===== config.mk =====
export PLATFORM = sky130hd
export DESIGN_NAME = riscvIntCore
export DESIGN_NICKNAME = d
export VERILOG_FILES = /design/src/source/corePkg.sv /design/src/source/idExIf.sv /design/src/source/alu.sv /design/src/source/decodeStage.sv /design/src/source/executeStage.sv /design/src/source/registerFile.sv /design/src/source/riscvIntCore.sv
export VERILOG_INCLUDE_DIRS = /design/src /design/src/source
export SDC_FILE = /design/constraint.sdc
export NUM_CORES = 2
export LEC_CHECK = 0
export BUFFER_PORTS_ARGS = -buffer_cell sky130_fd_sc_hd__buf_2
export CORE_MARGIN = 2
export CORE_UTILIZATION = 45
export CTS_CLUSTER_DIAMETER = 40
export DETAILED_ROUTE_END_ITERATION = 7
export GPL_TIMING_DRIVEN = 0
export SETUP_SLACK_MARGIN = 0.1
export SYNTH_ARGS = -nofsm -noshare
export SYNTH_HDL_FRONTEND = slang
export SYNTH_SLANG_ARGS = --single-unit

===== constraint.sdc =====
create_clock -name clock -period 12.8 [get_ports clock]
set_input_delay 1.28 -clock clock [delete_from_list [all_inputs] [get_ports clock]]
set_output_delay 1.28 -clock clock [all_outputs]
set_load 0.01 [all_outputs]

===== src/source/core_config.svh =====
`ifndef CORE_CONFIG_SVH
`define CORE_CONFIG_SVH

// Datapath and instruction width
`define CORE_XLEN 32

// Integer register file
`define CORE_REG_COUNT 32
`define CORE_REG_ADDR_W 5

`endif


===== src/source/corePkg.sv =====
package corePkg;

    // Major opcodes handled by the core
    localparam logic [6:0] OPCODE_OP     = 7'b0110011;
    localparam logic [6:0] OPCODE_OP_IMM = 7'b0010011;

    // Register-register format
    typedef struct packed {
        logic [6:0] funct7;
        logic [4:0] rs2;
        logic [4:0] rs1;
        logic [2:0] funct3;
        logic [4:0] rd;
        logic [6:0] opcode;
    } rTypeFields;

    // Register-immediate format
    typedef struct packed {
        logic [11:0] imm12;
        logic [4:0]  rs1;
        logic [2:0]  funct3;
        logic [4:0]  rd;
        logic [6:0]  opcode;
    } iTypeFields;

    typedef union packed {
        rTypeFields r;
        iTypeFields i;
    } instrWord;

    // Encoded as {funct7[5], funct3}
    typedef enum logic [3:0] {
        aluAdd = 4'b0000,
        aluSll = 4'b0001,
        aluXor = 4'b0100,
        aluSrl = 4'b0101,
        aluOr  = 4'b0110,
        aluAnd = 4'b0111,
        aluSub = 4'b1000,
        aluSra = 4'b1101
    } aluOp;

endpackage


===== src/source/idExIf.sv =====
`timescale 1ns/1ps
`include "core_config.svh"

interface idExIf;

    logic                        valid;   // Low for bubbles
    corePkg::aluOp               op;
    logic [`CORE_REG_ADDR_W-1:0] rs1;
    logic [`CORE_REG_ADDR_W-1:0] rs2;
    logic [`CORE_REG_ADDR_W-1:0] rd;
    logic [`CORE_XLEN-1:0]       rs1Data;
    logic [`CORE_XLEN-1:0]       rs2Data;
    logic [`CORE_XLEN-1:0]       imm;     // Already sign extended
    logic                        useImm;

    modport producer (
        output valid, op, rs1, rs2, rd, rs1Data, rs2Data, imm, useImm
    );

    modport consumer (
        input valid, op, rs1, rs2, rd, rs1Data, rs2Data, imm, useImm
    );

endinterface


===== src/source/alu.sv =====
`timescale 1ns/1ps
`include "core_config.svh"

module alu (
    input  corePkg::aluOp         op,
    input  logic [`CORE_XLEN-1:0] operandA,
    input  logic [`CORE_XLEN-1:0] operandB,
    output logic [`CORE_XLEN-1:0] result
);

    logic [4:0] shamt;

    assign shamt = operandB[4:0]; // Only low bits count for shifts

    always_comb begin
        case (op)
            corePkg::aluAdd: result = operandA + operandB;
            corePkg::aluSub: result = operandA - operandB;
            corePkg::aluXor: result = operandA ^ operandB;
            corePkg::aluOr:  result = operandA | operandB;
            corePkg::aluAnd: result = operandA & operandB;
            corePkg::aluSll: result = operandA << shamt;
            corePkg::aluSrl: result = operandA >> shamt;
            // Arithmetic, sign bit fills in
            corePkg::aluSra: result = $signed(operandA) >>> shamt;
            default:         result = '0;
        endcase
    end

endmodule


===== src/source/decodeStage.sv =====
`timescale 1ns/1ps
`include "core_config.svh"

module decodeStage (
    input  logic                        clock,
    input  logic                        rst,
    input  logic                        instrValid,
    input  corePkg::instrWord           instr,
    input  logic [`CORE_XLEN-1:0]       readData1,
    input  logic [`CORE_XLEN-1:0]       readData2,
    output logic [`CORE_REG_ADDR_W-1:0] readAddr1,
    output logic [`CORE_REG_ADDR_W-1:0] readAddr2,
    idExIf.producer                     idEx
);

    corePkg::instrWord     instrReg;
    logic                  instrValidReg;

    logic                  isOp;
    logic                  isOpImm;
    logic [2:0]            funct3;
    logic                  supported;
    logic                  altSel;
    corePkg::aluOp         op;
    logic [`CORE_XLEN-1:0] imm;

    ///////////////////////////////
    // Instruction register
    ///////////////////////////////

    always_ff @(posedge clock) begin
        if (rst) begin
            instrValidReg <= 1'b0;
        end else begin
            instrValidReg <= instrValid;
        end
    end

    always_ff @(posedge clock) begin
        instrReg <= instr;
    end

    ///////////////////////////////
    // Control and immediate decode
    ///////////////////////////////

    always_comb begin
        isOp    = instrReg.r.opcode == corePkg::OPCODE_OP;
        isOpImm = instrReg.i.opcode == corePkg::OPCODE_OP_IMM;
        funct3  = instrReg.r.funct3;
        // slt and sltu forms are not implemented
        supported = (isOp || isOpImm) && (funct3 != 3'b010) && (funct3 != 3'b011);
        // Bit 30 picks sra for both formats, sub only for R-type
        altSel = instrReg.r.funct7[5] && ((funct3 == 3'b101) || (isOp && funct3 == 3'b000));
        op     = corePkg::aluOp'({altSel, funct3});
        imm    = {{(`CORE_XLEN-12){instrReg.i.imm12[11]}}, instrReg.i.imm12};
    end

    assign readAddr1 = instrReg.r.rs1;
    assign readAddr2 = instrReg.r.rs2;

    ///////////////////////////////
    // Decode to execute register
    ///////////////////////////////

    always_ff @(posedge clock) begin
        if (rst) begin
            idEx.valid <= 1'b0;
        end else begin
            idEx.valid <= instrValidReg && supported && (instrReg.r.rd != '0); // Else bubble
        end
    end

    always_ff @(posedge clock) begin
        idEx.op      <= op;
        idEx.rs1     <= instrReg.r.rs1;
        idEx.rs2     <= instrReg.r.rs2;
        idEx.rd      <= instrReg.r.rd;
        idEx.rs1Data <= readData1;
        idEx.rs2Data <= readData2;
        idEx.imm     <= imm;
        idEx.useImm  <= isOpImm;
    end

endmodule


===== src/source/executeStage.sv =====
`timescale 1ns/1ps
`include "core_config.svh"

module executeStage (
    input  logic                        clock,
    input  logic                        rst,
    idExIf.consumer                     idEx,
    output logic                        wbValid,
    output logic [`CORE_REG_ADDR_W-1:0] wbRd,
    output logic [`CORE_XLEN-1:0]       wbData
);

    logic [`CORE_XLEN-1:0] src1;
    logic [`CORE_XLEN-1:0] src2;
    logic [`CORE_XLEN-1:0] operandB;
    logic [`CORE_XLEN-1:0] aluResult;

    // Distance-1 bypass from the write-back register
    function automatic logic [`CORE_XLEN-1:0] forwardSel(
        input logic [`CORE_REG_ADDR_W-1:0] rs,
        input logic [`CORE_XLEN-1:0]       regData
    );
        return (wbValid && (wbRd == rs)) ? wbData : regData;
    endfunction

    always_comb begin
        src1 = forwardSel(idEx.rs1, idEx.rs1Data);
        src2 = forwardSel(idEx.rs2, idEx.rs2Data);
    end

    assign operandB = idEx.useImm ? idEx.imm : src2;

    alu aluInst (
        .op       (idEx.op),
        .operandA (src1),
        .operandB (operandB),
        .result   (aluResult)
    );

    ///////////////////////////////
    // Write-back register
    ///////////////////////////////

    always_ff @(posedge clock) begin
        if (rst) begin
            wbValid <= 1'b0;
        end else begin
            wbValid <= idEx.valid;
        end
    end

    always_ff @(posedge clock) begin
        wbRd   <= idEx.rd;
        wbData <= aluResult;
    end

endmodule


===== src/source/registerFile.sv =====
`timescale 1ns/1ps
`include "core_config.svh"

module registerFile (
    input  logic                        clock,
    input  logic                        rst,
    input  logic                        writeEnable,
    input  logic [`CORE_REG_ADDR_W-1:0] writeAddr,
    input  logic [`CORE_XLEN-1:0]       writeData,
    input  logic [`CORE_REG_ADDR_W-1:0] readAddr1,
    input  logic [`CORE_REG_ADDR_W-1:0] readAddr2,
    output logic [`CORE_XLEN-1:0]       readData1,
    output logic [`CORE_XLEN-1:0]       readData2
);

    logic [`CORE_XLEN-1:0] regs [`CORE_REG_COUNT];

    logic writeLive;

    assign writeLive = writeEnable && (writeAddr != '0); // x0 never written

    always_ff @(posedge clock) begin
        if (rst) begin
            for (int i = 0; i < `CORE_REG_COUNT; i++) begin
                regs[i] <= '0;
            end
        end else if (writeLive) begin
            regs[writeAddr] <= writeData;
        end
    end

    // Same-cycle write wins over the stored word
    function automatic logic [`CORE_XLEN-1:0] readPort(input logic [`CORE_REG_ADDR_W-1:0] addr);
        return (writeLive && (writeAddr == addr)) ? writeData : regs[addr];
    endfunction

    always_comb begin
        readData1 = readPort(readAddr1);
        readData2 = readPort(readAddr2);
    end

endmodule


===== src/source/riscvIntCore.sv =====
`timescale 1ns/1ps
`include "core_config.svh"

module riscvIntCore (
    input  logic                        clock,
    input  logic                        rst,
    input  logic                        instrValid,
    input  logic [`CORE_XLEN-1:0]       instr,
    output logic                        wbValid,
    output logic [`CORE_REG_ADDR_W-1:0] wbRd,
    output logic [`CORE_XLEN-1:0]       wbData
);

    logic [`CORE_REG_ADDR_W-1:0] readAddr1;
    logic [`CORE_REG_ADDR_W-1:0] readAddr2;
    logic [`CORE_XLEN-1:0]       readData1;
    logic [`CORE_XLEN-1:0]       readData2;

    idExIf idExBus ();

    decodeStage decodeInst (
        .clock      (clock),
        .rst        (rst),
        .instrValid (instrValid),
        .instr      (instr),
        .readData1  (readData1),
        .readData2  (readData2),
        .readAddr1  (readAddr1),
        .readAddr2  (readAddr2),
        .idEx       (idExBus.producer)
    );

    executeStage executeInst (
        .clock   (clock),
        .rst     (rst),
        .idEx    (idExBus.consumer),
        .wbValid (wbValid),
        .wbRd    (wbRd),
        .wbData  (wbData)
    );

    // Write port fed straight from the write-back register
    registerFile regFileInst (
        .clock       (clock),
        .rst         (rst),
        .writeEnable (wbValid),
        .writeAddr   (wbRd),
        .writeData   (wbData),
        .readAddr1   (readAddr1),
        .readAddr2   (readAddr2),
        .readData1   (readData1),
        .readData2   (readData2)
    );

endmodule


==> results by group <==
Power
  • Power Total: 12.9 mW
  • Max VDD drop: 0.143 mV
  • Gate power share: 0.212
  • P_sw: 4.32 mW
  • Cell Int Power: 8.53 mW
  • Clock share of power: 0.426
  • Power per cell area: 165 mW/mm²
  • Switching Share: 0.337
  • Static Leak: 28.3 nW
  • Sequential share of power: 0.362

Setup path
  • Worst path top cell family by delay: compound AO/OA/AOI/OAI gates
  • Crit end category: register
  • Worst Setup SP: executeInst.wbRd[2]
  • Crit-path cells: xor2_2 > or2_1 > buf_6 > nor2_2 > mux2i_1 > o21a_1 > clkbuf_1 > buf_1 > a21oi_1 > xnor2_1 > ha_1 > o21ai_0 > a21oi_1 > o2111ai_1 > a2111oi_1 > o21a_1 > a21oi_1 > xor2_1 > nor2_1 > or4_1
  • Worst r2r src: executeInst.wbRd[2]
  • CP Capture Point: executeInst.wbData[29]
  • CP most frequent cell: a21oi_1
  • Critical-path top delay cell: a2111oi_1
  • Startpoint types: register
  • Levels on crit path: 20
  • WS Path Type: register to register
  • Crit path max fanout: 10
  • RR Endpoint: executeInst.wbData[29]
  • Crit-path max cell delay: 1.08 ns
  • WP buf/inv: 3
  • Flop-to-flop setup slack: roughly 4.3 ns
  • CP required: 13.49 ns
  • Reg2reg path depth: 20
  • Arrival @ worst endpoint: 9.14 ns

Placement
  • I/O Buffers: 72
  • Dpl hpwl: roughly 220 mm
  • Cells after DPL: 7113
  • Final Wtd Congestion: 1.04

Drt
  • Drt via density: between 6 and 7
  • First-iteration detailed-routing DRC count: 7824
  • Via count: 49900
  • DR WL/cell: 39.0 µm
  • Residual DRC count: 0
  • First drt pass iteration count: 8
  • ANT nets after route: 0
  • Final wirelength: 293 mm

STA
  • Setup tns final: 0 ns
  • Worst slew pin tran: 1.63 ns
  • Clock Skew: 0.0689 ns
  • Final setup viols: 0
  • Crit share post-route: 0.661
  • Fmax: 118 MHz
  • Final slew viol count: 68
  • Hold Vio Cnt, Final: 0
  • Unrepaired setup endpoints after global routing: no
  • Max-slew headroom: -0.0866
  • Tmin final: between 8 and 9 ns

Floorplan
  • Total die area: 0.154 mm²
  • I/O pins: 73
  • Die X: 392 µm
  • Initial Utilization: 0.453
  • FP Rows: 142
  • Die height: 392 µm
  • Core ar.: 0.150 mm²

Global routing
  • GR Util All Layers: 0.382
  • First-pass GRT wire length: 397 mm
  • Initial antenna violation count: 30
  • Global route total overflow: 0
  • Pin count of the biggest net entering global routing: 33
  • Vias in the first global route: around 49000

Synthesis
  • Post-synth EDFFs: 1024
  • Synth Instances: 4989
  • Register area share after synthesis: 0.502
  • Syn Area/Cell: between 10 and 15 µm²
  • Post-synth cell types: 95
  • Area leader, netlist: edfxtp_1
  • Ys Warns: 0
  • Leading register cell type out of synthesis: edfxtp_1
  • Synth top area cells: edfxtp_1 (45%), mux4_2 (21%), and2_1 (8.7%)
  • Yosys top cell area share: 0.454
  • Cell Area, Synth: 0.0678 mm²
  • Async SR Flop Fraction: 0
  • Register bit total from synthesis: 1187

Cells and area
  • Nets: roughly 5400
  • Layout cells sized above 1: 0.221
  • Non-Filler Instances: 7512
  • Layout area overhead: 14.8%
  • Filler cells: around 13000

Clock tree
  • Clock root buffer: clkbuf_16
  • Clock sink count: 1187
  • Number of CTS-inserted buffers: roughly 190
  • Worst skew pair latency: 0.88 ns
  • CTS resizes: 0
  • Worst-path clk slew: 0.05 ns
  • Post-CTS Setup Bufs: 0
  • H-Tree Depth: 4
  • Clock Tree Buf Depth: 3
  • Post-CTS Hold Buffers: 0
  • CTS tree: built

Status
  • Status: finished, violations left
  • Failing checks: capacitance limit, slew limit

Flow run
  • Total of max-cap violations: 6

Hold path
  • Min-Delay Path Class: register to register
[sequential cells by signal, summed over array words and instances, names as in the netlist]
name and count:
regFileInst.regs 1024, decodeInst.idEx.rs1Data 32, decodeInst.idEx.rs2Data 32, decodeInst.instrReg 32, executeInst.wbData 32, decodeInst.idEx.imm 8, decodeInst.idEx.rd 5, decodeInst.idEx.rs1 5
executeInst.wbRd 5, decodeInst.idEx.op 4, decodeInst.idEx.rs2 4, decodeInst.idEx.useImm 1, decodeInst.idEx.valid 1, decodeInst.instrValidReg 1, executeInst.wbValid 1
[power by group through the flow]
stage | Sequential, mW | Combinational, mW | Clock, mW
after floorplan | 4.55 | 1.45 | 0
after detailed placement | 4.70 | 2.60 | 0
final | 4.65 | 2.72 | 5.48
after global routing | 4.65 | 2.77 | 5.65
after global placement | 4.69 | 2.60 | 0
after CTS | 4.63 | 2.61 | 5.48
[metal layers]
layer / vias to the layer above / share of wire / global-route usage
met5: - / 0.00022 / 0
met4: 10 / 0.074 / 0.237
met3: 870 / 0.12 / 0.123
met2: 3637 / 0.44 / 0.572
met1: 25600 / 0.37 / 0.480
li1: 19800 / - / -
[layout by cell type, fill, tap and decap left out, types with 19 or more instances in the layout]
cell	count
mux4_2	641
a21oi_1	111
nor3_1	107
a21o_1	19
mux2i_1	187
buf_2	108
xnor2_1	55
ha_1	96
dfxtp_1	163
a31oi_1	21
o211ai_1	60
clkinvlp_4	23
buf_1	61
nand3_1	56
conb_1	32
clkbuf_1	395
a211oi_1	19
mux2_2	28
inv_1	74
nor2_1	161
diode_2	30
a221oi_1	25
or2_2	34
clkinv_2	27
clkbuf_16	199
o21ai_0	170
clkinv_1	19
or3_1	23
and2_1	947
edfxtp_1	1024
nand2_1	203
bufinv_16	19
[cell families (layout without fill, tap and decap cells)]
| kind of cell | Yosys count | in the layout | synth area share |
|---|---|---|---|
| multiplexers | 858 | 858 | 0.246 |
| buffers and inverters | 582 | 1028 | 0.0347 |
| AND/OR/NAND/NOR | 1618 | 1618 | 0.134 |
| XOR/XNOR | 76 | 76 | 0.0102 |
| flip-flops | 1187 | 1187 | 0.502 |
| other | 1 | 62 | 0.0000553 |
| adder cells (fa/ha/maj) | 97 | 97 | 0.0180 |
| AO/OA/AOI/OAI | 570 | 570 | 0.0552 |
[cell type report]
class / count / area (µm²) / share of cell area
plain buffers: 503 / 2070 / 0.0265
clock inverters: 145 / 1750 / 0.0225
well taps: 2016 / 2520 / 0.0324
clock buffers: 222 / 5100 / 0.0655
diodes: 30 / 75.1 / 0.000965
repair buffers: 79 / 454 / 0.00584
multi-input cells: 3251 / 31500 / 0.405
inverters: 79 / 299 / 0.00384
flip-flops and latches: 1187 / 34000 / 0.437
[how the worst min path moves through the flow]
stage                                        from                 endpoint  slack [ns]  cells after the start
final                       decodeInst.idEx.rd[0]      executeInst.wbRd[0]        0.33                      0
after global routing      decodeInst.instrReg[29]   decodeInst.idEx.imm[9]        0.33                      0
after CTS                   decodeInst.idEx.rd[1]      executeInst.wbRd[1]        0.33                      0
after detailed placement    decodeInst.idEx.rd[1]      executeInst.wbRd[1]        0.31                      0
after global placement    decodeInst.instrReg[28]   decodeInst.idEx.imm[8]        0.31                      0
after floorplan           decodeInst.instrReg[31]  decodeInst.idEx.imm[11]        0.31                      0
[cell usage after synthesis (all sizes together), types with 10 or more instances]
master,instances
clkbuf,381
mux2i,188
nor3,108
o211ai,62
edfxtp,1024
o22ai,10
inv,78
and2,947
a21boi,10
o21a,11
buf,122
a221oi,26
o21ai,171
nand2,205
or2,37
or3,23
nor2,164
mux4,641
nand3,56
mux2,29
or4,11
ha,96
xor2,20
a211oi,20
a22oi,12
a31oi,21
a21o,19
xnor2,56
dfxtp,163
nor2b,12
a21oi,111
[per-stage QoR]
step	instance area (µm²)	utilization	hold WS (ns)	setup WS, ns
2_1_floorplan	67900	-	0.310	7.74
3_3_place_gp	70800	0.473	0.312	4.41
3_5_place_dp	70900	0.473	0.313	4.54
4_1_cts	77700	0.519	0.326	4.48
5_1_grt	77800	0.519	0.329	4.35
6_report	77800	0.520	0.326	4.35
Note: power is estimated with default switching activity, not from simulation.
